--- src/rtl/raster_pkg.sv ---
// raster_pkg: coordinate, color and line command types, frame store and queue sizes
package raster_pkg;

    // coordinate system
    localparam int COORD_W = 8;           // signed, lines may leave the screen

    // frame store geometry
    localparam int FB_W    = 32;          // visible width in pixels
    localparam int FB_H    = 32;          // visible height in pixels
    localparam int FB_AW   = 10;          // address is y * FB_W + x

    // pixel color
    localparam int COLOR_W = 4;

    // command queue, also the host's starting credit count
    localparam int QUEUE_DEPTH = 4;
    localparam int QUEUE_AW    = $clog2(QUEUE_DEPTH);

    typedef logic signed [COORD_W-1:0] coord_t;
    typedef logic [COLOR_W-1:0]        color_t;

    // one line request, 36 bits packed
    typedef struct packed {
        coord_t sx;                       // start point
        coord_t sy;
        coord_t ex;                       // end point
        coord_t ey;
        color_t color;
    } line_cmd_t;

endpackage

--- src/rtl/pix_if.sv ---
// pix_if: pixel stream from the line drawer to the frame store, source and sink modports
`timescale 1ns/1ps

interface pix_if;
    import raster_pkg::*;

    logic   valid;                        // pixel offered
    logic   ready;                        // store can take it
    coord_t x;
    coord_t y;
    color_t color;

    // drawer side
    modport source (
        output valid, x, y, color,
        input  ready
    );

    // frame store side
    modport sink (
        input  valid, x, y, color,
        output ready
    );

endinterface

--- src/rtl/frame_store.sv ---
// frame_store: pixel clipping, 32x32 color memory, host read port with priority
`timescale 1ns/1ps

module frame_store (
    input  logic               clk,
    input  logic               rst,
    pix_if.sink                pix,
    input  logic               rd_en,
    input  raster_pkg::coord_t rd_x,
    input  raster_pkg::coord_t rd_y,
    output raster_pkg::color_t rd_data,
    output logic               pix_clipped
);
    import raster_pkg::*;

    color_t mem [FB_W * FB_H];            // contents undefined until drawn

    logic             xfer;
    logic             visible;
    logic [FB_AW-1:0] wr_addr;
    logic [FB_AW-1:0] rd_addr;

    // host read owns the port this cycle
    assign pix.ready = !rd_en;
    assign xfer      = pix.valid && pix.ready;

    // inside 0 <= x < FB_W and 0 <= y < FB_H
    assign visible = (pix.x >= 0) && (pix.x < FB_W)
                  && (pix.y >= 0) && (pix.y < FB_H);

    // only meaningful for on-screen points
    assign wr_addr = FB_AW'(pix.y * FB_W + pix.x);
    assign rd_addr = FB_AW'(rd_y * FB_W + rd_x);

    // pixel write
    always_ff @(posedge clk) begin
        if (xfer && visible) begin
            mem[wr_addr] <= pix.color;
        end
    end

    // read data one cycle after rd_en
    always_ff @(posedge clk) begin
        if (rst) begin
            rd_data <= '0;
        end else if (rd_en) begin
            rd_data <= mem[rd_addr];
        end
    end

    // accepted but dropped
    assign pix_clipped = xfer && !visible;

endmodule

--- src/flat_wrapper.sv ---
// flat-port wrapper written by rule: the top's interface ports become plain ports
module frame_store_flat import raster_pkg::*;
  (clk, rst, rd_en, rd_x, rd_y, rd_data, pix_clipped, pix_valid, pix_x, pix_y, pix_color, pix_ready);
  pix_if pix_i ();
  input  logic clk;
  input  logic rst;
  input  logic rd_en;
  input  raster_pkg::coord_t rd_x;
  input  raster_pkg::coord_t rd_y;
  output raster_pkg::color_t rd_data;
  output logic pix_clipped;
  input wire logic [$bits(pix_i.valid)-1:0] pix_valid;
  input wire logic [$bits(pix_i.x)-1:0] pix_x;
  input wire logic [$bits(pix_i.y)-1:0] pix_y;
  input wire logic [$bits(pix_i.color)-1:0] pix_color;
  output wire logic [$bits(pix_i.ready)-1:0] pix_ready;
  assign pix_i.valid = pix_valid;
  assign pix_i.x = pix_x;
  assign pix_i.y = pix_y;
  assign pix_i.color = pix_color;
  assign pix_ready = pix_i.ready;
  frame_store u_core (.clk(clk), .rst(rst), .pix(pix_i), .rd_en(rd_en), .rd_x(rd_x), .rd_y(rd_y), .rd_data(rd_data), .pix_clipped(pix_clipped));
endmodule
--- config.mk ---
export PLATFORM = sky130hd
export DESIGN_NAME = frame_store_flat
export DESIGN_NICKNAME = d
export VERILOG_FILES = /design/src/rtl/raster_pkg.sv /design/src/rtl/pix_if.sv /design/src/rtl/frame_store.sv /design/src/flat_wrapper.sv
export SDC_FILE = /design/constraint.sdc
export NUM_CORES = 2
export LEC_CHECK = 0
export BUFFER_PORTS_ARGS = -buffer_cell sky130_fd_sc_hd__clkbuf_2
export CORE_MARGIN = 2
export CORE_UTILIZATION = 55
export DETAILED_ROUTE_END_ITERATION = 6
export PLACE_DENSITY_LB_ADDON = 0.08
export SETUP_SLACK_MARGIN = 0.1
export SYNTH_ARGS = -nofsm -noshare
export SYNTH_HDL_FRONTEND = slang
export SYNTH_SLANG_ARGS = --single-unit
--- constraint.sdc ---
create_clock -name clk -period 4.15 [get_ports clk]
set_input_delay 0.6225 -clock clk [delete_from_list [all_inputs] [get_ports clk]]
set_output_delay 0.6225 -clock clk [all_outputs]
set_load 0.02 [all_outputs]
==> impl_metrics.py <==
metrics = {
    "synthesis": {
        "synth-seq-cells": 4100,
        "synthAdderAreaFrac": 0.0008644,
        "seq_area_frac_synth": 0.7592,
        "synth_top_family_by_area": "multiplexers",
        "yosys_most_used_dff": "edfxtp_1",
        "synth_xor_area_frac": 0.0006483,
        "synth_warnings": 0,
        "synth_simple_gate_area_frac": 0.03429,
        "async_flop_share": 0,
        "syn_nets": 8309,
        "synth_edf_count": 4096,
        "synth_compound_area_frac": 0.03431,
        "syn_area_sq_um": 162100,
        "yosysUniqueCellTypes": 62,
        "synthMuxAreaShare": 0.1506,
        "syn_inst": 8259,
        "syn_area_per_cell_sq_um": 19.63,
    },
    "power_and_ir_drop": {
        "switching_share": 0.2162,
        "p_int_mw": 68.43,
        "total_power_mw": 87.31,
        "pwr-share-seq": 0.522,
        "vdd_ir_drop_max_uv": 398.9,
        "clkPwrFrac": 0.420,
        "switching_power_mw": 18.87,
        "power.density_nw_per_um2": 473.6,
        "comb_power_share": 0.058,
        "p_leak_nw": 58.52,
    },
    "worst_setup_path": {
        "max_stage_delay_ps": 940,
        "cp.arrival_ps": 4620,
        "critPathSlowestCell": "fa_2",
        "endpoint_kind": "register",
        "critPathMaxFanout": 21,
        "startpoint_type": "input pin",
        "cp_num_buf_inv": 5,
        "required_ps": 5020,
        "crit_type": "input pin to register",
        "crit_path_cell_trace": "clkbuf_2 -> ha_1 -> fa_2 -> buf_4 -> nor2_4 -> buf_12 -> o221ai_1 -> a21oi_1 -> a22oi_1 -> a31oi_1 -> buf_4 -> a311oi_1 -> buf_4 -> nand4_1 -> nand3_1",
        "cp_common_cell": "buf_4",
        "critical_path.top_delay_family": "compound AO/OA/AOI/OAI gates",
    },
    "layout": {
        "finalNonFillerCells": 12984,
        "drive_above_1_share": 0.2395,
        "area_growth_pct": 13.72,
        "seq_area_sq_um": 123100,
        "n_fill_cell": 20161,
        "final_net_count": 8767,
        "multi_input_area_sq_um": 36140,
    },
    "grt": {
        "grt_pass1_vias": 84892,
        "grt_max_degree": 137,
        "gr-total-overflow": 0,
        "antenna_found_initial": 18,
        "grt_pass1_wl_um": 614700,
        "grt_usage": 0.2869,
    },
    "floorplanning": {
        "die_w_um": 546.9,
        "pin_count": 46,
        "placement_rows": 199,
        "initial_core_util": 0.5522,
        "die_y_um": 546.9,
        "die_area_sq_um": 299100,
        "core_sq_um": 293600,
    },
    "sta": {
        "finalMaxSlewViolations": 0,
        "setup_viol": 0,
        "fin_crit_sh": 0.9022,
        "slew_headroom": 0.2901,
        "tightest_slew_ps": 1065,
        "max_freq_mhz": 267.1,
        "finalHoldViolCount": 0,
        "rsz0062_at_grt": "false",
        "finalCriticalPeriod_ps": 3744,
        "hold_ws_ps": 233.6,
        "tns_ps": 0,
        "setup_ws_ps": 405.8,
        "finClkSkew_ps": 35.10,
    },
    "routing": {
        "drc": 0,
        "vias": 84365,
        "wl_um": 431400,
        "drt-pass1-iter-count": 6,
        "vias_per_cell": 6.498,
        "drtIter0Drc": 10064,
        "ant_nets": 0,
        "post_drt_wl_per_cell_um": 33.22,
    },
    "place": {
        "port_buffers": 42,
        "gp_congestion": 0.8531,
        "post-dp-hpwl_um": 266600,
        "dp_cells": 12223,
        "place_ws_ps": -484.7,
    },
    "clock_tree": {
        "post_cts_buffers": 0,
        "clk_latency_ps": 940,
        "cts.hold.buffers_added": 0,
        "cts_tree": "done",
        "clkSlewWorstSetupHoldPaths_ps": 60,
        "numCtsBuffers": 411,
        "cts_buffer_depth": 4,
        "htreeDepth": 5,
        "cts_sinks": 4100,
        "postCtsResizedCells": 0,
        "cts-root-buf": "clkbuf_16",
    },
    "run": {
        "maxCapViolations": 0,
    },
    "outcome": {
        "run_status": "completed",
    },
    "hold_path": {
        "hold_class": "input pin to register",
    },
}
[cells by family after synthesis]
kind of cell,Yosys count
and+or+nand+nor,1387
DFF,4100
xor gates and xnor gates,12
muxes,1365
AOI/OAI and AO/OA,790
adders and majority gates,10
buffers and inverters,595
[final cells by class]
class	count	share of cell area
tap	3919	0.02660
clock inverter	261	0.01356
multi-input combinational	3564	0.1960
sequential	4100	0.6676
antenna	8	0.0001086
timing repair buffer	629	0.03734
clock buffer	492	0.05846
inverter	11	0.0002918
[registers in the layout, indices dropped and copies added, names as in the netlist]
name	cells
u_core.rd_data	4
u_core.mem	4096
[placed cells by master (no fill, tap or decap), drive strengths merged, types with 17 or more instances in the layout]
master,Yosys,final
nor3,33,33
mux2,19,19
o21ai,69,69
clkinvlp,0,29
inv,10,24
buf,357,595
edfxtp,4096,4096
a21oi,152,152
mux2i,489,489
o22ai,116,116
o221ai,208,208
o211ai,33,33
clkinv,1,178
mux4,857,857
a211oi,17,17
bufinv,0,41
nor2,1109,1109
clkbuf,227,526
nand2,136,136
a22oi,122,122
[cells in the mapped netlist, types with 19 or more instances]
cell,instances,area share
mux2_2,19,0.0013
buf_4,41,0.0019
buf_1,130,0.0030
nor2_1,1109,0.026
nand2_1,136,0.0031
o211ai_1,30,0.0014
o22ai_1,116,0.0045
buf_2,101,0.0031
a21oi_1,152,0.0047
clkbuf_1,227,0.0053
a22oi_1,122,0.0056
edfxtp_1,4096,0.76
o221ai_1,208,0.011
buf_6,66,0.0046
mux4_2,857,0.12
o21ai_0,69,0.0021
nor3_1,33,0.0010
mux2i_1,489,0.030
[worst paths after layout]
kind                       from                  to  slack (ps)  cells past startpoint
max                     rd_x[5]   u_core.rd_data[0]         410                     15
min                pix_color[3]  u_core.mem[411][3]         230                      1
max reg2reg  u_core.mem[403][1]   u_core.rd_data[1]         940                      9
min reg2reg   u_core.rd_data[1]   u_core.rd_data[1]         520                      2
[power groups by stage]
stage               clock, mW  sequential (mW)  combinational, mW
finish                   36.7             45.6               5.09
global route             38.7             45.5               5.32
CTS                      37.1             45.6               5.08
detailed placement          0             46.4               5.07
global placement            0             46.4               5.00
floorplan                   0             46.5               2.51
[routing by layer]
layer  routed length [um]  global-route usage  up-vias
li1                     -                   -    34809
met1               170400              0.4050    44893
met2               210600              0.4631     3976
met3                35600             0.04754      683
met4                14690             0.09139        4
met5                   27                   0        -
[metrics by stage]
stage / area (sq um) / util
4_1_cts: 184300 / 0.6279
3_3_place_gp: 171100 / 0.5827
6_report: 184400 / 0.6280
5_1_grt: 184300 / 0.6279
3_5_place_dp: 171100 / 0.5827
2_1_floorplan: 162100 / -
Power figures use the tool's default switching activity.
