## config.mk

```make
export PLATFORM = sky130hd
export DESIGN_NAME = cmd_queue
export DESIGN_NICKNAME = d
export VERILOG_FILES = /design/src/rtl/raster_pkg.sv /design/src/rtl/cmd_queue.sv
export SDC_FILE = /design/constraint.sdc
export NUM_CORES = 1
export LEC_CHECK = 0
export ABC_AREA = 1
export BUFFER_PORTS_ARGS = -buffer_cell sky130_fd_sc_hd__buf_2
export CAP_MARGIN = 20
export CORE_MARGIN = 4
export CORE_UTILIZATION = 61
export DETAILED_ROUTE_END_ITERATION = 10
export GPL_TIMING_DRIVEN = 0
export PLACE_DENSITY = 0.84
export SLEW_MARGIN = 30
export SYNTH_ARGS = -nofsm -noshare
export SYNTH_HDL_FRONTEND = slang
export SYNTH_SLANG_ARGS = --single-unit
```

## constraint.sdc

```tcl
create_clock -name clk -period 4.2 [get_ports clk]
set_input_delay 0.42 -clock clk [delete_from_list [all_inputs] [get_ports clk]]
set_output_delay 0.42 -clock clk [all_outputs]
set_load 0.01 [all_outputs]
```

## src/rtl/raster_pkg.sv

```systemverilog
// raster_pkg: coordinate, color and line command types, frame store and queue sizes
package raster_pkg;

    // coordinate system
    localparam int COORD_W = 8;           // signed, lines may leave the screen

    // frame store geometry
    localparam int FB_W    = 32;          // visible width in pixels
    localparam int FB_H    = 32;          // visible height in pixels
    localparam int FB_AW   = 10;          // address is y * FB_W + x

    // pixel color
    localparam int COLOR_W = 4;

    // command queue, also the host's starting credit count
    localparam int QUEUE_DEPTH = 4;
    localparam int QUEUE_AW    = $clog2(QUEUE_DEPTH);

    typedef logic signed [COORD_W-1:0] coord_t;
    typedef logic [COLOR_W-1:0]        color_t;

    // one line request, 36 bits packed
    typedef struct packed {
        coord_t sx;                       // start point
        coord_t sy;
        coord_t ex;                       // end point
        coord_t ey;
        color_t color;
    } line_cmd_t;

endpackage

```

## src/rtl/cmd_queue.sv

```systemverilog
// cmd_queue: circular command FIFO with one credit returned per pop
`timescale 1ns/1ps

module cmd_queue (
    input  logic                  clk,
    input  logic                  rst,
    input  logic                  push,
    input  raster_pkg::line_cmd_t push_cmd,
    input  logic                  pop,
    output logic                  valid,
    output raster_pkg::line_cmd_t head,
    output logic                  credit
);
    import raster_pkg::*;

    line_cmd_t           mem [QUEUE_DEPTH];   // payload storage, no reset
    logic [QUEUE_AW-1:0] wr_ptr;
    logic [QUEUE_AW-1:0] rd_ptr;
    logic [QUEUE_AW:0]   count;               // occupancy 0..QUEUE_DEPTH

    // payload write
    always_ff @(posedge clk) begin
        if (push) begin
            mem[wr_ptr] <= push_cmd;
        end
    end

    // pointers and occupancy
    always_ff @(posedge clk) begin
        if (rst) begin
            wr_ptr <= '0;
            rd_ptr <= '0;
            count  <= '0;
        end else begin
            if (push) begin
                wr_ptr <= wr_ptr + 1'b1;      // depth is a power of two
            end
            if (pop) begin
                rd_ptr <= rd_ptr + 1'b1;
            end
            case ({push, pop})
                2'b10:   count <= count + 1'b1;
                2'b01:   count <= count - 1'b1;
                default: count <= count;      // both or neither
            endcase
        end
    end

    assign valid = (count != '0);
    assign head  = mem[rd_ptr];

    // freed slot goes straight back to the host
    assign credit = pop;

    // host pushed without holding a credit
    a_no_overflow : assert property (
        @(posedge clk) disable iff (rst)
        push |-> (count != (QUEUE_AW + 1)'(QUEUE_DEPTH))
    ) else $error("cmd_queue: push while full, credit violation");

    // drawer popped an empty queue
    a_no_underflow : assert property (
        @(posedge clk) disable iff (rst)
        pop |-> valid
    ) else $error("cmd_queue: pop while empty");

endmodule

```

==> results of run 1 <==
==> state kept, by name, summed over array words and instances, names as in the netlist, named ones only <==
name / cells
count: 3
mem: 144
rd_ptr: 2
wr_ptr: 2
==> final timing paths <==
check	end	slack, ns	cells past startpoint
worst max-delay path	head[0]	1.96	6
worst min-delay path	mem[1][26]	0.1	1
worst max register to register	mem[2][2]	2.61	5
worst min register to register	rd_ptr[1]	0.50	1
==> logic make-up after synthesis <==
family / Yosys count / share of synthesized area
buffers and inverters: 38 / 0.0420
flip-flops: 153 / 0.775
AO/OA/AOI/OAI: 118 / 0.109
AND/OR/NAND/NOR: 92 / 0.0598
adder cells (fa/ha/maj): 6 / 0.0142
==> power groups by stage <==
stage	clock network [mW]	logic [mW]	registers, mW
after floorplan	0	0.190	1.79
after global placement	0	0.314	1.79
after detailed placement	0	0.340	1.79
after CTS	1.49	0.345	1.76
after global routing	1.56	0.378	1.76
final	1.47	0.343	1.76
==> stage by stage <==
step                instances  total power, mW  area (um^2)
floorplan                 407             1.98         5810
global placement          613             2.10         6360
detailed placement        617             2.13         6470
CTS                       649             3.59         7050
global route              649             3.70         7050
finish                    649             3.57         7050
==> cell type report <==
cell class / instances / area (um^2)
sequential: 153 / 4500
fill: 523 / 2190
multi-input combinational: 216 / 1070
timing repair buffer: 81 / 495
clock buffer: 17 / 414
buffer: 23 / 180
clock inverter: 15 / 168
tap: 129 / 161
inverter: 15 / 63.8
==> cell usage in the layout (no fill, tap or decap) <==
master      instances
nor2_1             81
buf_16              4
ha_1                5
inv_8               1
a21oi_1             4
buf_2              86
clkinv_2            1
dfxtp_1             9
buf_6               8
inv_4               1
clkinvlp_4          4
o21ai_0            20
fa_1                1
inv_6               5
clkbuf_16          16
clkbuf_8            1
clkinv_4            3
buf_4               6
inv_1               9
o21ai_1            58
o22ai_1            36
bufinv_16           2
nand2_1            10
edfxtp_1          144
nand4_1             1
inv_2               4
==> per-layer routing <==
layer  vias to the layer above  track usage
met4                         0       0.0833
met1                      1811        0.272
li1                       1714            -
met5                         -            0
met3                        22       0.0618
met2                       174        0.401
==> results.yml, run 1 <==
status:
  status: "completed"
setup_path:
  crit_arrival_ns: 1.82
  cp-end-kind: "output pin"
  cp-start-kind: "register"
  crit_buf_inv: 4
  r2r_start: "wr_ptr[0]"
  crit_top_cell: "buf_2"
  critPathSlowestCell: "dfxtp_1"
  max_stage_delay_ns: 0.31
  path_delay_family: "buffers and inverters"
  crit_fanout: 10
  crit_required_ns: 3.78
  critical_path_class: "register to output pin"
  crit_chain: "buf_6 > inv_4 > buf_2 > o21ai_1 > o22ai_1 > buf_2"
clock_tree:
  clock_latency_ns: 0.53
  post_cts_buffers: 0
  cts_hold_buf: 0
  clkTransAtPathRegs_ns: 0.07
  cts_sinks: 153
  cts_buffers: 17
  cts_root_buffer: "clkbuf_8"
  cts_tree: "built"
  clockBufferDepth: 2
  htreeDepth: 4
  ctsResizeCount: 0
power_and_ir_drop:
  p_seq_frac: 0.492
  p_clk_frac: 0.412
  combPwrFrac: 0.096
  ir_drop_mv: 0.529
  switchingPower_mw: 0.851
  leakage_nw: 2.59
  power_density_nw_per_um2: 507
  intPower_mw: 2.72
  swShare: 0.238
sta:
  fmax_ghz: 0.446
  worst_slack_ns: 1.96
  setup_viol: 0
  fin_tns_setup_ns: 0
  finalCriticalPeriod_ns: 2.24
  slew_headroom: 0.644
  skew_ns: 0.00909
  worstMarginPinSlew_ns: 0.534
  drv_slew: 0
  post-route-period-util: 0.534
  rsz0062_at_grt: "false"
  hold_ws_ns: 0.0981
  hold_viol: 0
synthesis:
  netlist.area_leader.share: 0.744
  synth_edf_count: 144
  syn-cell-area_um2: 5810
  syn_inst: 407
  yosys-top-cells-area: "edfxtp_1 74%, nor2_1 5.2%, o21ai_1 5.0%"
  ys_warn_count: 0
  synth_top_cell_by_area: "edfxtp_1"
  syn_nets: 453
  synth_cell_type_count: 17
  ys.flop_type: "edfxtp_1"
  synth_seq_cells: 153
  syn_avg_cell_area_um2: 14.3
  ys_top_cells_by_count: "144 x edfxtp_1, 81 x nor2_1, 58 x o21ai_1"
  synth.most_common_cell: "edfxtp_1"
  seq_area_frac_synth: 0.775
  async_reset_ff_frac: 0
grt:
  grt_max_degree: 20
  antenna_found_initial: 0
  grt_pass1_wl_mm: 18.8
  grtUsageTotal: 0.229
  grt_pass1_vias: 3685
  grt_overflow_total: 0
routing:
  m1WireLength_mm: 4.44
  dr_wl_met2_mm: 6.62
  dr.max_layer_used: "met4"
  dr_wl_met3_um: 960
  vias: 3721
  wire_per_inst_um: 18.8
  drc: 0
  via_per_inst: 5.73
  ant_nets: 0
  dr.pass1.iters: 5
  wl_mm: 12.2
  drtIter0Drc: 332
worst_hold_path:
  min_path_type: "input port to register"
  worstHoldStart: "push_cmd[26]"
floorplan:
  dieArea_um2: 11200
  initial_core_util: 0.629
  die_h_um: 106
  coreArea_um2: 9240
  ios: 78
  rows: 35
  die_width_um: 106
job:
  cap_violations: 0
cells_and_area:
  fin_nets: 553
  syn2layout_area_growth_pct: 21.3
  final_util: 0.763
  diodes: 0
  layout-drive-gt1-share: 0.273
place:
  dp_hpwl_mm: 7.33
  pre_cts_slack_ns: 2.44
  port_buffers: 77
  gp_congestion: 0.740
Note: power is estimated with default switching activity, not from simulation.
==> run 2: changes to the inputs <==
- CORE_UTILIZATION: 61 -> 51
- PLACE_DENSITY: 0.84 -> 0.75
- clock period: 4.2 -> 1.85 ns (I/O delays scaled with it)
==> run 2 against run 1 <==
  * Cell count up 7.1%
  * Critical path depth shrank 1
  * Register-to-register slack lost 2.3 ns
  * Highest routed layer unchanged
  * Die area rose by 18%
  * Critical endpoint is now head[19]
  * Via count rose by 0.83%
==> results.yml, run 2 (synthesis results as in run 1) <==
cells_and_area:
  syn2layout_area_growth_pct: 27.9
  design_area_um2: 7440
  layout_commonest_cell: "edfxtp_1"
  mostFrequentLayoutCells: "144 x edfxtp_1, 81 x nor2_1, 78 x buf_2, 58 x o21ai_1, 35 x dlygate4sd3_1"
  reg_top3: "mem: 144 flops, count: 3 flops"
  largest_reg_flops: 144
  diodes: 0
  final_util: 0.677
  top_register: "mem"
  layout-drive-gt1-share: 0.256
  fin_nets: 588
  layoutNonFillerInstCount: 695
floorplan:
  initial_core_util: 0.529
  dieArea_um2: 13200
  die_width_um: 115
  die_h_um: 115
  rows: 38
  coreArea_um2: 11000
  ios: 78
clock_tree:
  htreeDepth: 4
  clkTransAtPathRegs_ns: 0.06
  cts_sinks: 153
  cts_tree: "built"
  cts_buffers: 17
  cts_root_buffer: "clkbuf_16"
  clockBufferDepth: 2
  clock_latency_ns: 0.42
  post_cts_buffers: 0
sta:
  fmax_ghz: 0.563
  worst_slack_ns: 0.0731
  setup_viol: 0
  fin_tns_setup_ns: 0
  post-route-period-util: 0.960
  slew_headroom: 0.647
  worstMarginPinSlew_ns: 0.529
  hold_viol: 0
  finalCriticalPeriod_ns: 1.78
  drv_slew: 0
  rsz0062_at_grt: "true"
  skew_ns: 0.00514
  hold_ws_ns: 0.0229
power_and_ir_drop:
  p_seq_frac: 0.494
  p_clk_frac: 0.401
  leakage_nw: 2.74
  combPwrFrac: 0.105
  switchingPower_mw: 1.86
  swShare: 0.230
  power_density_nw_per_um2: 1090
  total_power_mw: 8.08
  intPower_mw: 6.22
  ir_drop_mv: 0.625
grt:
  antenna_found_initial: 0
  grt_pass1_vias: 3810
  grt_overflow_total: 0
  grt_pass1_wl_mm: 19.4
  grtUsageTotal: 0.199
  grt_max_degree: 26
setup_path:
  crit_required_ns: 1.66
  crit_fanout: 10
  max_stage_delay_ns: 0.32
  cp-start-kind: "register"
  crit_arrival_ns: 1.59
  r2r_start: "wr_ptr[0]"
  critical_path_class: "register to output pin"
  crit_chain: "buf_6 > buf_2 > nor2_1 > o22ai_1 > buf_2"
  rr_worst_depth: 5
  cp-end-kind: "output pin"
  critPathSlowestCell: "dfxtp_1"
  crit_top_cell: "buf_2"
  r2r_slack_ns: 0.30
  timing.rr.end: "mem[0][4]"
routing:
  wl_mm: 12.5
  drtIter0Drc: 323
  dr.pass1.iters: 5
  via_per_inst: 5.40
  vias: 3752
  wire_per_inst_um: 18.0
  drc: 0
  ant_nets: 0
job:
  cap_violations: 0
worst_hold_path:
  min_path_type: "input port to register"
  worstHoldStart: "push_cmd[28]"
  holdPathStages: 1
  hold_end: "mem[2][28]"
place:
  dp.cells: 628
  gp_congestion: 0.735
  pre_cts_slack_ns: 0.264
  port_buffers: 77
  dp_hpwl_mm: 7.48
  place_area_um2: 6470
status:
  status: "completed"
run 2: per-layer routing:
metal  GRT usage  vias up  share of wire  wire, um
met5           0        -              0         0
met3      0.0547       29          0.056       700
met4      0.0869        0          0.024       306
li1            -     1782              -         -
met2       0.341      136           0.52      6540
met1       0.238     1805           0.40      4970
run 2: area by class of cell:
cell class	instances	area [um^2]
plain buffers	23	219
clock buffers	22	464
clock inverters	10	96.3
fillers	737	3540
inverters	15	63.8
multi-input cells	216	1080
flip-flops and latches	153	4500
well taps	140	175
repair buffers	116	831
run 2: timing repair:
| action | in CTS | in global routing |
|---|---|---|
| hold buffers | 35 | 0 |
| hold endpoints to repair | 140 | 0 |
| resized for setup | 0 | 20 |
| endpoints found under the setup margin | 0 | 30 |
run 2: critical path: cells and delay by family (launching register included):
kind,cells,cell delay (ns)
AND/OR/NAND/NOR,1,0.08
buffers and inverters,3,0.59
AO/OA/AOI/OAI,1,0.18
flip-flops,1,0.32
run 2: worst max path at each step:
| stage | start | to | slack, ns |
|---|---|---|---|
| global placement | wr_ptr[0] | mem[0][3] | -0.36 |
| global route | register | head[11] | -0.01 |
| floorplan | wr_ptr[0] | mem[2][0] | 0.16 |
| CTS | register | head[28] | 0.003 |
| detailed placement | wr_ptr[0] | mem[0][3] | 0.26 |
| finish | register | head[19] | 0.07 |
run 2: power by group through the flow:
stage	combinational, mW	sequential, mW	clock, mW
after detailed placement	0.778	4.06	0
after global placement	0.726	4.06	0
after floorplan	0.430	4.05	0
final	0.851	3.99	3.24
after global routing	0.938	4.00	3.43
after CTS	0.840	3.99	3.29
