--- config.mk ---
export PLATFORM = sky130hd
export DESIGN_NAME = line_drawer_flat
export DESIGN_NICKNAME = d
export VERILOG_FILES = /design/src/rtl/raster_pkg.sv /design/src/rtl/pix_if.sv /design/src/rtl/line_drawer.sv /design/src/flat_wrapper.sv
export SDC_FILE = /design/constraint.sdc
export NUM_CORES = 1
export LEC_CHECK = 0
export CAP_MARGIN = 20
export CORE_ASPECT_RATIO = 0.75
export CORE_UTILIZATION = 65
export DETAILED_ROUTE_END_ITERATION = 12
export DONT_BUFFER_PORTS = 1
export PLACE_DENSITY = 0.83
export SLEW_MARGIN = 25
export SYNTH_ARGS = -nofsm -noshare
export SYNTH_HDL_FRONTEND = slang
export SYNTH_SLANG_ARGS = --single-unit
--- constraint.sdc ---
create_clock -name clk -period 4.3 [get_ports clk]
set_input_delay 0.43 -clock clk [delete_from_list [all_inputs] [get_ports clk]]
set_output_delay 0.43 -clock clk [all_outputs]
set_load 0.02 [all_outputs]
--- src/rtl/raster_pkg.sv ---
// raster_pkg: coordinate, color and line command types, frame store and queue sizes
package raster_pkg;

    // coordinate system
    localparam int COORD_W = 8;           // signed, lines may leave the screen

    // frame store geometry
    localparam int FB_W    = 32;          // visible width in pixels
    localparam int FB_H    = 32;          // visible height in pixels
    localparam int FB_AW   = 10;          // address is y * FB_W + x

    // pixel color
    localparam int COLOR_W = 4;

    // command queue, also the host's starting credit count
    localparam int QUEUE_DEPTH = 4;
    localparam int QUEUE_AW    = $clog2(QUEUE_DEPTH);

    typedef logic signed [COORD_W-1:0] coord_t;
    typedef logic [COLOR_W-1:0]        color_t;

    // one line request, 36 bits packed
    typedef struct packed {
        coord_t sx;                       // start point
        coord_t sy;
        coord_t ex;                       // end point
        coord_t ey;
        color_t color;
    } line_cmd_t;

endpackage

--- src/rtl/pix_if.sv ---
// pix_if: pixel stream from the line drawer to the frame store, source and sink modports
`timescale 1ns/1ps

interface pix_if;
    import raster_pkg::*;

    logic   valid;                        // pixel offered
    logic   ready;                        // store can take it
    coord_t x;
    coord_t y;
    color_t color;

    // drawer side
    modport source (
        output valid, x, y, color,
        input  ready
    );

    // frame store side
    modport sink (
        input  valid, x, y, color,
        output ready
    );

endinterface

--- src/rtl/line_drawer.sv ---
// line_drawer: Bresenham line stepping with setup FSM and pixel back-pressure
`timescale 1ns/1ps

module line_drawer (
    input  logic                  clk,
    input  logic                  rst,
    input  logic                  cmd_valid,
    input  raster_pkg::line_cmd_t cmd,
    output logic                  cmd_pop,
    output logic                  busy,
    output logic                  line_done,
    pix_if.source                 pix
);
    import raster_pkg::*;

    localparam int DW    = COORD_W + 1;   // delta width
    localparam int ERR_W = COORD_W + 2;   // headroom for err + dy

    typedef enum logic [2:0] {
        IDLE,
        SETUP_0,
        SETUP_1,
        DRAW,
        DONE
    } state_t;

    state_t    state;
    line_cmd_t cmd_q;                     // command latched at pop

    logic signed [DW-1:0]    dx;          // abs x span
    logic signed [DW-1:0]    dy;          // negated abs y span
    logic signed [ERR_W-1:0] err;
    logic signed [ERR_W:0]   err_2;       // 2 * err
    logic signed [ERR_W-1:0] err_next;
    logic signed [DW-1:0]    dx_c;
    logic signed [DW-1:0]    dy_c;

    coord_t x, y;                         // current position
    coord_t x_end, y_end;                 // end point after swap
    logic   right;                        // x walks upward
    logic   swap;
    logic   mov_x, mov_y;
    logic   at_end;

    // endpoint order so that y never decreases
    assign swap = (cmd_q.sy > cmd_q.ey);

    // deltas from the swapped points held in x/y and x_end/y_end
    assign dx_c = right ? (x_end - x) : (x - x_end);
    assign dy_c = y - y_end;

    // error rule
    always_comb begin
        err_2    = {err, 1'b0};
        mov_x    = (err_2 >= dy);
        mov_y    = (err_2 <= dx);
        err_next = err;
        if (mov_x) begin
            err_next = err_next + dy;
        end
        if (mov_y) begin
            err_next = err_next + dx;
        end
    end

    assign at_end = (x == x_end) && (y == y_end);

    always_ff @(posedge clk) begin
        if (rst) begin
            state <= IDLE;
        end else begin
            case (state)
                IDLE: begin
                    if (cmd_valid) begin
                        cmd_q <= cmd;         // head moves on this pop
                        state <= SETUP_0;
                    end
                end
                SETUP_0: begin
                    x     <= swap ? cmd_q.ex : cmd_q.sx;
                    y     <= swap ? cmd_q.ey : cmd_q.sy;
                    x_end <= swap ? cmd_q.sx : cmd_q.ex;
                    y_end <= swap ? cmd_q.sy : cmd_q.ey;
                    right <= swap ? (cmd_q.ex < cmd_q.sx) : (cmd_q.sx < cmd_q.ex);
                    state <= SETUP_1;
                end
                SETUP_1: begin
                    dx    <= dx_c;
                    dy    <= dy_c;
                    err   <= dx_c + dy_c;
                    state <= DRAW;
                end
                DRAW: begin
                    if (pix.ready) begin      // stalled otherwise
                        if (at_end) begin
                            state <= DONE;
                        end else begin
                            if (mov_x) begin
                                x <= right ? x + coord_t'(1) : x - coord_t'(1);
                            end
                            if (mov_y) begin
                                y <= y + coord_t'(1);     // always downward
                            end
                            err <= err_next;
                        end
                    end
                end
                default: begin                // DONE
                    state <= IDLE;
                end
            endcase
        end
    end

    assign cmd_pop   = (state == IDLE) && cmd_valid;
    assign busy      = (state != IDLE);
    assign line_done = (state == DONE);

    assign pix.valid = (state == DRAW);
    assign pix.x     = x;
    assign pix.y     = y;
    assign pix.color = cmd_q.color;

    // offered pixel must not move until the store takes it
    a_hold_on_stall : assert property (
        @(posedge clk) disable iff (rst)
        (pix.valid && !pix.ready) |=>
            (pix.valid && $stable(pix.x) && $stable(pix.y) && $stable(pix.color))
    ) else $error("line_drawer: pixel changed while stalled");

endmodule

--- src/flat_wrapper.sv ---
// flat-port wrapper written by rule: the top's interface ports become plain ports
module line_drawer_flat import raster_pkg::*;
  (clk, rst, cmd_valid, cmd, cmd_pop, busy, line_done, pix_valid, pix_x, pix_y, pix_color, pix_ready);
  pix_if pix_i ();
  input  logic clk;
  input  logic rst;
  input  logic cmd_valid;
  input  raster_pkg::line_cmd_t cmd;
  output logic cmd_pop;
  output logic busy;
  output logic line_done;
  output wire logic [$bits(pix_i.valid)-1:0] pix_valid;
  output wire logic [$bits(pix_i.x)-1:0] pix_x;
  output wire logic [$bits(pix_i.y)-1:0] pix_y;
  output wire logic [$bits(pix_i.color)-1:0] pix_color;
  input wire logic [$bits(pix_i.ready)-1:0] pix_ready;
  assign pix_valid = pix_i.valid;
  assign pix_x = pix_i.x;
  assign pix_y = pix_i.y;
  assign pix_color = pix_i.color;
  assign pix_i.ready = pix_ready;
  line_drawer u_core (.clk(clk), .rst(rst), .cmd_valid(cmd_valid), .cmd(cmd), .cmd_pop(cmd_pop), .busy(busy), .line_done(line_done), .pix(pix_i));
endmodule
==> results.sh, run 1 <==
export IMPL_status="completed"
export IMPL_drive_gt1_frac=0.1154
export IMPL_setup_viol=0
export IMPL_dp_hpwl_mm=14.55
export IMPL_io_buffer_count=0
export IMPL_die_h_um=95.71
export IMPL_synth_fa_ha_area_frac=0.1730
export IMPL_area_growth_pct=8.385
export IMPL_critPathLaunchType="register"
export IMPL_core_um2=11150
export IMPL_cts_hold_buf=0
export IMPL_synthCells=735
export IMPL_ant_nets=0
export IMPL_nets=890
export IMPL_synth_compound_area_share=0.1667
export IMPL_firstDrtPassIters=5
export IMPL_syn_num_nets=876
export IMPL_worstSetupEndpointType="register"
export IMPL_ys_async_sr_fraction=0
export IMPL_cts_sinks=100
export IMPL_postPlaceCellArea_um2=7820
export IMPL_ys_flop_type="edfxtp_1"
export IMPL_diodes=0
export IMPL_first_iter_violations=536
export IMPL_antenna_found_initial=0
export IMPL_maxCapViolCount=0
export IMPL_synth_mux_area_frac=0.06429
export IMPL_clk_insertion_delay_late_ns=0.36
export IMPL_worst_path_buf_inv=1
export IMPL_power_density_nw_per_um2=382.3
export IMPL_synth_area_top_cells="edfxtp_1 38%, ha_1 15%, mux2i_1 4.2%, inv_1 4.1%, o21ai_0 3.2%"
export IMPL_post_drt_via_cell_ratio=6.472
export IMPL_path_class="register to register"
export IMPL_tns_ns=0
export IMPL_final_area_um2=8248
export IMPL_grt_pass1_vias=5403
export IMPL_start_util=0.6826
export IMPL_critPathMaxFanout=5
export IMPL_synthSimpleGateAreaFrac=0.1056
export IMPL_synth_area_um2=7610
export IMPL_synth_top_family_by_area="adder cells"
export IMPL_clk_pin_slew_ns=0.08
export IMPL_h_tree_depth=3
export IMPL_numCtsBuffers=9
export IMPL_period_needed_ns=4.150
export IMPL_cp_slowest_cell="edfxtp_1"
export IMPL_crit_path_cell_trace="ha_1, nand4_1, nor2_2, a211oi_4, or2_1, o22a_1, o21a_1, ha_1, inv_1, fa_1, nor2b_1, o21ai_1, a21oi_2, o21a_1, or3_1, a32oi_1, a21bo_2"
export IMPL_required_ns=4.42
export IMPL_synth_xor_area_frac=0.04258
export IMPL_globalplace_congestion=0.9847
export IMPL_drv_slew=0
export IMPL_overflow=0
export IMPL_io_pins=64
export IMPL_yosysSeqAreaShare=0.3907
export IMPL_remaining_drc_errors=0
export IMPL_ys_top_cells_by_count="97 x edfxtp_1, 94 x ha_1, 83 x inv_1"
export IMPL_vias=5786
export IMPL_hp_class="input pin to register"
export IMPL_max_stage_delay_ns=0.47
export IMPL_yosys_register_bits=100
export IMPL_post_route_period_util=0.9651
export IMPL_max_slew_margin=0.4931
export IMPL_num_fill_cells=718
export IMPL_peakVddDrop_uv=235.3
export IMPL_report_final_hold_viol_count=0
export IMPL_grt_first_pass_wirelength_mm=28.94
export IMPL_rsz0062_at_grt="false"
export IMPL_cp_arrival_ns=4.27
export IMPL_synth_most_common_cell="edfxtp_1"
export IMPL_syn_avg_cell_area_um2=10.35
export IMPL_clock_skew_ns=0.007210
export IMPL_synth_top_area_share=0.3828
export IMPL_reg2reg_slack_ns=0.15
export IMPL_leakage_nw=3.526
export IMPL_cts_root_buf="clkbuf_16"
export IMPL_yosys_area_top_type="edfxtp_1"
export IMPL_tightest_slew_ns=0.7534
export IMPL_synth_edff_count=97
export IMPL_yosys_warnings=0
export IMPL_wl_per_cell_um=20.99
export IMPL_postRouteWirelength_mm=18.77
export IMPL_track_usage=0.3197
export IMPL_cts_tree="built"
export IMPL_synth_cell_types=74
export IMPL_rows=33
export IMPL_die_area_um2=12150
export IMPL_critPathTopFamily="compound AO/OA/AOI/OAI gates"
export IMPL_grt_max_degree=43
export IMPL_clk_path_buf_depth=2
export IMPL_fmax_mhz=241.0
export IMPL_die_w_um=126.9
metal layers:
metal / vias to the layer above / share of wire / GRT usage
met2: 265 / 0.43 / 0.4780
met1: 2779 / 0.45 / 0.4471
met3: 28 / 0.11 / 0.1051
li1: 2714 / - / -
met5: - / 0 / 0
met4: 0 / 0.013 / 0.08433
where the power goes:
group	leakage (nW)	switching, mW	internal, mW
Sequential	0.915	0.0595	1.16
Clock	0.143	0.408	0.408
Combinational	2.47	0.647	0.466
final cells by class:
| cell class | count | area, µm² | area share |
|---|---|---|---|
| Clock buffer | 9 | 225.2 | 0.02731 |
| Clock inverter | 7 | 68.82 | 0.008343 |
| Inverter | 84 | 315.3 | 0.03823 |
| Multi-Input combinational cell | 529 | 4290 | 0.5202 |
| Sequential cell | 100 | 2973 | 0.3604 |
| Tap cell | 140 | 175.2 | 0.02124 |
| Timing Repair Buffer | 25 | 200.2 | 0.02427 |
path summary, 6_finish.rpt:
kind / start / endpoint / cells after the start
worst min register to register: u_core.state[2] / u_core.state[0] / 1
worst max-delay path: u_core.err[9] / u_core.err[6] / 17
worst min-delay path: rst / u_core.state[0] / 1
worst max register to register: u_core.err[9] / u_core.err[6] / 17
registers in the layout, summed over array words and instances, names as in the netlist:
signal            flops
u_core.cmd_q         32
u_core.err           10
u_core.dx             9
u_core.dy             9
u_core.pix.x          8
u_core.pix.y          8
u_core.x_end          8
u_core.y_end          8
u_core.pix.color      4
u_core.state          3
u_core.right          1
metrics by stage:
stage / setup WS, ns / hold slack, ns / instances / util / total power, mW
after floorplan: 0.3905 / 0.4642 / 735 / - / 2.019
after global placement: 0.2515 / 0.4847 / 872 / 0.7015 / 2.244
after detailed placement: 0.1323 / 0.5093 / 872 / 0.7015 / 2.280
after CTS: 0.1209 / 0.1338 / 888 / 0.7278 / 3.087
after global routing: 0.003202 / 0.1246 / 894 / 0.7398 / 3.300
final: 0.1499 / 0.1357 / 894 / 0.7398 / 3.153
layout by cell type (no fill, tap or decap), drive strengths merged, types with 5 or more instances in the layout:
cell type and count:
nor3 14, nand2b 6, nand4 12, a211oi 11, a31oi 5, clkbuf 9, nand2 37, ha 94
nor2 36, o21ai 56, o21a 16, xor2 14, mux2 15, edfxtp 97, nor2b 11, nand3 13
a21o 16, mux2i 32, o211ai 5, and3 6, buf 25, a21oi 35, inv 86, xnor2 23
fa 7, o22ai 5, o21bai 5
repair_timing:
| item | CTS | global route |
|---|---|---|
| setup endpoints to repair | 0 | 3 |
| resized for setup | 0 | 16 |
| setup buffers | 0 | 5 |
worst register-to-register path: cells and delay by family (launching register included):
| kind | cells | cell delay (ns) |
|---|---|---|
| buf+inv | 1 | 0.08 |
| flops | 1 | 0.47 |
| fa+ha+maj | 3 | 0.77 |
| simple gates | 5 | 1.14 |
| compound gates | 8 | 1.48 |
cell families (layout without fill, tap and decap cells):
kind of cell,Yosys count,in the layout
AOI/OAI and AO/OA,187,187
adders and majority gates,101,101
and+or+nand+nor,157,157
buffers and inverters,106,125
xor gates and xnor gates,37,37
DFF,100,100
muxes,47,47
(Power assumes the default switching activity.)
==> inputs of run 2 (changes only) <==
Settings changed: ABC_AREA set to 1.
==> results.sh, run 2 <==
export IMPL_tightest_slew_ns=0.9520
export IMPL_power_switching_mw=2.532
export IMPL_maxCapViolCount=0
export IMPL_grt_max_degree=37
export IMPL_cts_hold_buf=0
export IMPL_wl_met2_mm=7.144
export IMPL_worstSetupEndpointType="register"
export IMPL_synth_area_um2=7619
export IMPL_final_common_cell="nand2_1"
export IMPL_cp_slowest_cell="edfxtp_1"
export IMPL_whs_ns=0.1587
export IMPL_route_met3_wl_mm=1.555
export IMPL_final_area_um2=8053
export IMPL_wl_per_cell_um=15.92
export IMPL_leakage_nw=3.875
export IMPL_num_fill_cells=803
export IMPL_overflow=0
export IMPL_top_regs="u_core.cmd_q (32), u_core.err (10)"
export IMPL_h_tree_depth=3
export IMPL_area_growth_pct=5.699
export IMPL_seq_power_share=0.289
export IMPL_post_route_period_util=0.8739
export IMPL_die_w_um=127.0
export IMPL_drive_gt1_frac=0.03978
export IMPL_max_stage_delay_ns=0.55
export IMPL_cts_root_buf="clkbuf_16"
export IMPL_max_slew_margin=0.3647
export IMPL_postPlaceCellArea_um2=7772
export IMPL_synth_top_area_share=0.3823
export IMPL_switching_share=0.4628
export IMPL_nets=1067
export IMPL_yosys_register_bits=100
export IMPL_yosysSeqAreaShare=0.3902
export IMPL_post_drt_via_cell_ratio=5.811
export IMPL_tns_ns=0
export IMPL_setup_viol=0
export IMPL_cts_resized=0
export IMPL_dp_hpwl_mm=13.30
export IMPL_largest_register="u_core.cmd_q"
export IMPL_yosys_area_top_type="edfxtp_1"
export IMPL_antenna_found_initial=0
export IMPL_clock_skew_ns=0.006352
export IMPL_die_h_um=95.76
export IMPL_status="completed"
export IMPL_io_buffer_count=0
export IMPL_top_layer_used="met4"
export IMPL_first_iter_violations=643
export IMPL_ys_flop_type="edfxtp_1"
export IMPL_core_um2=11150
export IMPL_synth_cell_types=38
export IMPL_ys_async_sr_fraction=0
export IMPL_ant_nets=0
export IMPL_remaining_drc_errors=0
export IMPL_required_ns=4.39
export IMPL_diodes=0
export IMPL_synth_most_common_cell="nand2_1"
export IMPL_cts_setup_buffers=0
export IMPL_p_int_mw=2.938
export IMPL_numCtsBuffers=9
export IMPL_hp_class="input pin to register"
export IMPL_clk_insertion_delay_late_ns=0.35
export IMPL_rows=33
export IMPL_io_pins=64
export IMPL_period_needed_ns=3.758
export IMPL_synth_edff_count=97
export IMPL_synthCells=924
export IMPL_drv_slew=0
export IMPL_postRouteWirelength_mm=17.03
export IMPL_comb_power_share=0.567
export IMPL_syn_num_nets=1065
export IMPL_critPathLaunchType="register"
export IMPL_clk_path_buf_depth=2
export IMPL_final_cell_mix="242 x nand2_1, 149 x inv_1, 97 x edfxtp_1"
export IMPL_report_final_hold_viol_count=0
export IMPL_syn_avg_cell_area_um2=8.245
export IMPL_pwr_share_clk=0.143
export IMPL_largest_reg_flops=32
export IMPL_path_class="register to register"
export IMPL_grt_first_pass_wirelength_mm=28.09
export IMPL_peakVddDrop_uv=406.5
export IMPL_fmax_mhz=266.1
export IMPL_yosys_warnings=0
export IMPL_clk_pin_slew_ns=0.07
export IMPL_vias=6218
export IMPL_globalplace_congestion=0.9269
export IMPL_wl_met1_mm=8.085
export IMPL_cts_sinks=100
export IMPL_cts_tree="built"
export IMPL_cp_arrival_ns=3.85
export IMPL_start_util=0.6834
export IMPL_synth_area_top_cells="edfxtp_1 38%, ha_1 15%, nand2_1 12%, inv_1 7.3%, nand3_1 4.7%"
export IMPL_track_usage=0.3018
export IMPL_die_area_um2=12160
export IMPL_critPathMaxFanout=5
export IMPL_rsz0062_at_grt="false"
export IMPL_crit_path_cell_trace="inv_1, ha_1, inv_1, fa_1, inv_1, o21ai_0, o21ai_0, o21ai_0, xnor2_1, inv_1, ha_1, nand2_1, inv_1, nand4_1, o211ai_1, or2_2, nand3_1, nand3_1"
export IMPL_power_density_nw_per_um2=679.3
export IMPL_grt_pass1_vias=5686
export IMPL_ys_top_cells_by_count="242 x nand2_1, 149 x inv_1, 97 x edfxtp_1"
export IMPL_crit_top_cell="inv_1"
export IMPL_firstDrtPassIters=6
[run 2: final timing paths]
path,from,end,slack [ns],depth (start not counted)
worst max-delay path,u_core.pix.x[0],u_core.err[7],0.54,18
worst min-delay path,rst,u_core.state[2],0.16,1
worst max register to register,u_core.pix.x[0],u_core.err[7],0.54,18
worst min register to register,u_core.cmd_q[8],u_core.y_end[4],0.56,2
[run 2: cell families after synthesis]
kind of cell | Yosys count | share of synthesized area
xor gates and xnor gates | 32 | 0.03679
buffers and inverters | 169 | 0.08704
AOI/OAI and AO/OA | 133 | 0.09575
muxes | 2 | 0.002792
and+or+nand+nor | 387 | 0.2146
adders and majority gates | 101 | 0.1728
DFF | 100 | 0.3902
[run 2: area by class of cell]
| type | instances | area, µm² | area share |
|---|---|---|---|
| multi-input combinational | 655 | 3988 | 0.4952 |
| sequential | 100 | 2973 | 0.3692 |
| inverter | 151 | 569.3 | 0.07070 |
| clock buffer | 9 | 225.2 | 0.02797 |
| tap | 140 | 175.2 | 0.02175 |
| timing repair buffer | 9 | 67.56 | 0.008390 |
| clock inverter | 6 | 55.05 | 0.006837 |
[run 2: per-stage QoR]
step	std cells	total power [mW]	utilization	setup slack, ns
after floorplan	924	3.940	-	0.6872
after global placement	1055	4.547	0.6972	0.7176
after detailed placement	1055	4.613	0.6972	0.6367
after CTS	1070	5.417	0.7223	0.6422
after global routing	1070	5.949	0.7223	0.1507
final	1070	5.470	0.7223	0.5424
[run 2: critical path: cells and delay by family (launching register included)]
kind	cells	cell delay [ns]
adder cells (fa/ha/maj)	3	0.87
AO/OA/AOI/OAI	4	0.76
AND/OR/NAND/NOR	5	0.68
flip-flops	1	0.55
buffers and inverters	5	0.41
XOR/XNOR	1	0.22
[run 2: power by group through the flow]
stage / sequential [mW] / combinational [mW] / clock, mW
global route: 1.60 / 3.52 / 0.826
global placement: 1.60 / 2.95 / 0
detailed placement: 1.60 / 3.01 / 0
CTS: 1.58 / 3.05 / 0.791
floorplan: 1.54 / 2.40 / 0
finish: 1.58 / 3.10 / 0.784
[run 2: per-layer routing]
metal / up-vias / GRT usage
met2: 266 / 0.4611
met3: 24 / 0.06059
li1: 3081 / -
met4: 0 / 0.07639
met1: 2847 / 0.4415
met5: - / 0
==> inputs of run 3 (changes only) <==
Settings changed: CORE_UTILIZATION 65 to 30, CTS_BUF_LIST set to sky130_fd_sc_hd__clkbuf_8 sky130_fd_sc_hd__clkbuf_16, PLACE_DENSITY 0.83 to 0.46.
==> results.sh, run 3 (synthesis gave the netlist of run 2 again) <==
export IMPL_status="completed"
export IMPL_final_area_um2=8332
export IMPL_cp_arrival_ns=4.04
export IMPL_postPlaceCellArea_um2=8018
export IMPL_die_h_um=140.0
export IMPL_largest_register="u_core.cmd_q"
export IMPL_path_class="register to register"
export IMPL_wl_per_cell_um=15.08
export IMPL_postRouteWirelength_mm=19.12
export IMPL_top_regs="u_core.cmd_q (32), u_core.err (10)"
export IMPL_antenna_found_initial=0
export IMPL_h_tree_depth=3
export IMPL_track_usage=0.1569
export IMPL_cts_resized=0
export IMPL_period_needed_ns=3.919
export IMPL_post_route_period_util=0.9113
export IMPL_num_fill_cells=2605
export IMPL_start_util=0.3052
export IMPL_largest_reg_flops=32
export IMPL_globalplace_congestion=0.8690
export IMPL_multi_input_area_um2=4000
export IMPL_diodes=0
export IMPL_critPathMaxFanout=13
export IMPL_place_ws_ns=0.4463
export IMPL_leakage_nw=3.884
export IMPL_max_slew_margin=0.4421
export IMPL_die_area_um2=26040
export IMPL_peakVddDrop_uv=270.0
export IMPL_power_density_nw_per_um2=667.1
export IMPL_hp_class="input pin to register"
export IMPL_tightest_slew_ns=0.8264
export IMPL_remaining_drc_errors=0
export IMPL_post_drt_via_cell_ratio=4.634
export IMPL_critPathLaunchType="register"
export IMPL_numCtsBuffers=9
export IMPL_grt_max_degree=51
export IMPL_drv_slew=0
export IMPL_final_common_cell="nand2_1"
export IMPL_cts_root_buf="clkbuf_16"
export IMPL_cts_sinks=100
export IMPL_required_ns=4.42
export IMPL_core_um2=24960
export IMPL_ant_nets=0
export IMPL_die_w_um=186.0
export IMPL_io_pins=64
export IMPL_clk_insertion_delay_late_ns=0.36
export IMPL_cts_setup_buffers=0
export IMPL_final_cell_mix="242 x nand2_1, 149 x inv_1, 97 x edfxtp_1"
export IMPL_clk_pin_slew_ns=0.08
export IMPL_rsz0062_at_grt="false"
export IMPL_fin_total_pwr_mw=5.558
export IMPL_io_buffer_count=0
export IMPL_report_final_hold_viol_count=0
export IMPL_setup_viol=0
export IMPL_fmax_mhz=255.2
export IMPL_nets=1066
export IMPL_clock_skew_ns=0.007962
export IMPL_regArea_um2=2973
export IMPL_cts_hold_buf=0
export IMPL_drive_gt1_frac=0.04086
export IMPL_whs_ns=0.1416
export IMPL_tns_ns=0
export IMPL_clk_path_buf_depth=2
export IMPL_worstSetupEndpointType="register"
export IMPL_final_setup_worst_slack_ns=0.3813
export IMPL_fin_util=0.3338
export IMPL_cts_tree="built"
export IMPL_area_growth_pct=9.361
export IMPL_layout_cells_non_filler=1268
export IMPL_vias=5876
export IMPL_grt_first_pass_wirelength_mm=31.13
export IMPL_first_iter_violations=379
export IMPL_overflow=0
export IMPL_numPlacedInstances=1252
export IMPL_dp_hpwl_mm=15.41
export IMPL_rows=50
export IMPL_grt_pass1_vias=5607
export IMPL_firstDrtPassIters=5
export IMPL_maxCapViolCount=0
## run 3: changes by cell type in the layout (fill, tap and decap cells not counted), sizes merged
| cell | change |
|---|---|
| bufinv | +1 |
| buf | -1 |
## run 3: area by class of cell
| class | instances | share of cell area |
|---|---|---|
| Clock buffer | 9 | 0.02703 |
| Clock inverter | 7 | 0.009761 |
| Inverter | 151 | 0.06833 |
| Multi-Input combinational cell | 655 | 0.4801 |
| Sequential cell | 100 | 0.3568 |
| Tap cell | 338 | 0.05076 |
| Timing Repair Buffer | 8 | 0.007208 |
## run 3: where the power goes
group          internal (mW)  switching (mW)
registers               1.39           0.195
clock network          0.464           0.407
logic                   1.13            1.97
## run 3: worst max-delay path: stages, from the launching register on
cell      delay [ns]
edfxtp_1        0.48
ha_1            0.40
nand2_1         0.09
nor2_1          0.17
and2_1          0.14
nand2_1         0.07
nand4_1         0.18
nand2_4         0.13
inv_4           0.16
nand2_1         0.06
nand2_1         0.08
ha_1            0.27
inv_1           0.08
fa_1            0.40
o21ai_0         0.45
nand4_1         0.15
nand3_1         0.12
xor2_1          0.07
nand2_1         0.07
nand3_1         0.07
## run 3: routing by layer
layer | vias to the layer above | track usage | routed length, µm
met5 | - | 0 | 0
met4 | 0 | 0.03149 | 144
met3 | 9 | 0.03770 | 1063
met2 | 130 | 0.2123 | 7308
met1 | 2662 | 0.2462 | 10610
li1 | 3075 | - | -
## run 3: worst paths after layout
check,startpoint,slack [ns],cells past startpoint,end
worst min register to register,u_core.cmd_q[8],0.57,2,u_core.y_end[4]
worst min-delay path,rst,0.14,1,u_core.state[2]
worst max-delay path,u_core.err[8],0.38,19,u_core.err[8]
worst max register to register,u_core.err[8],0.38,19,u_core.err[8]
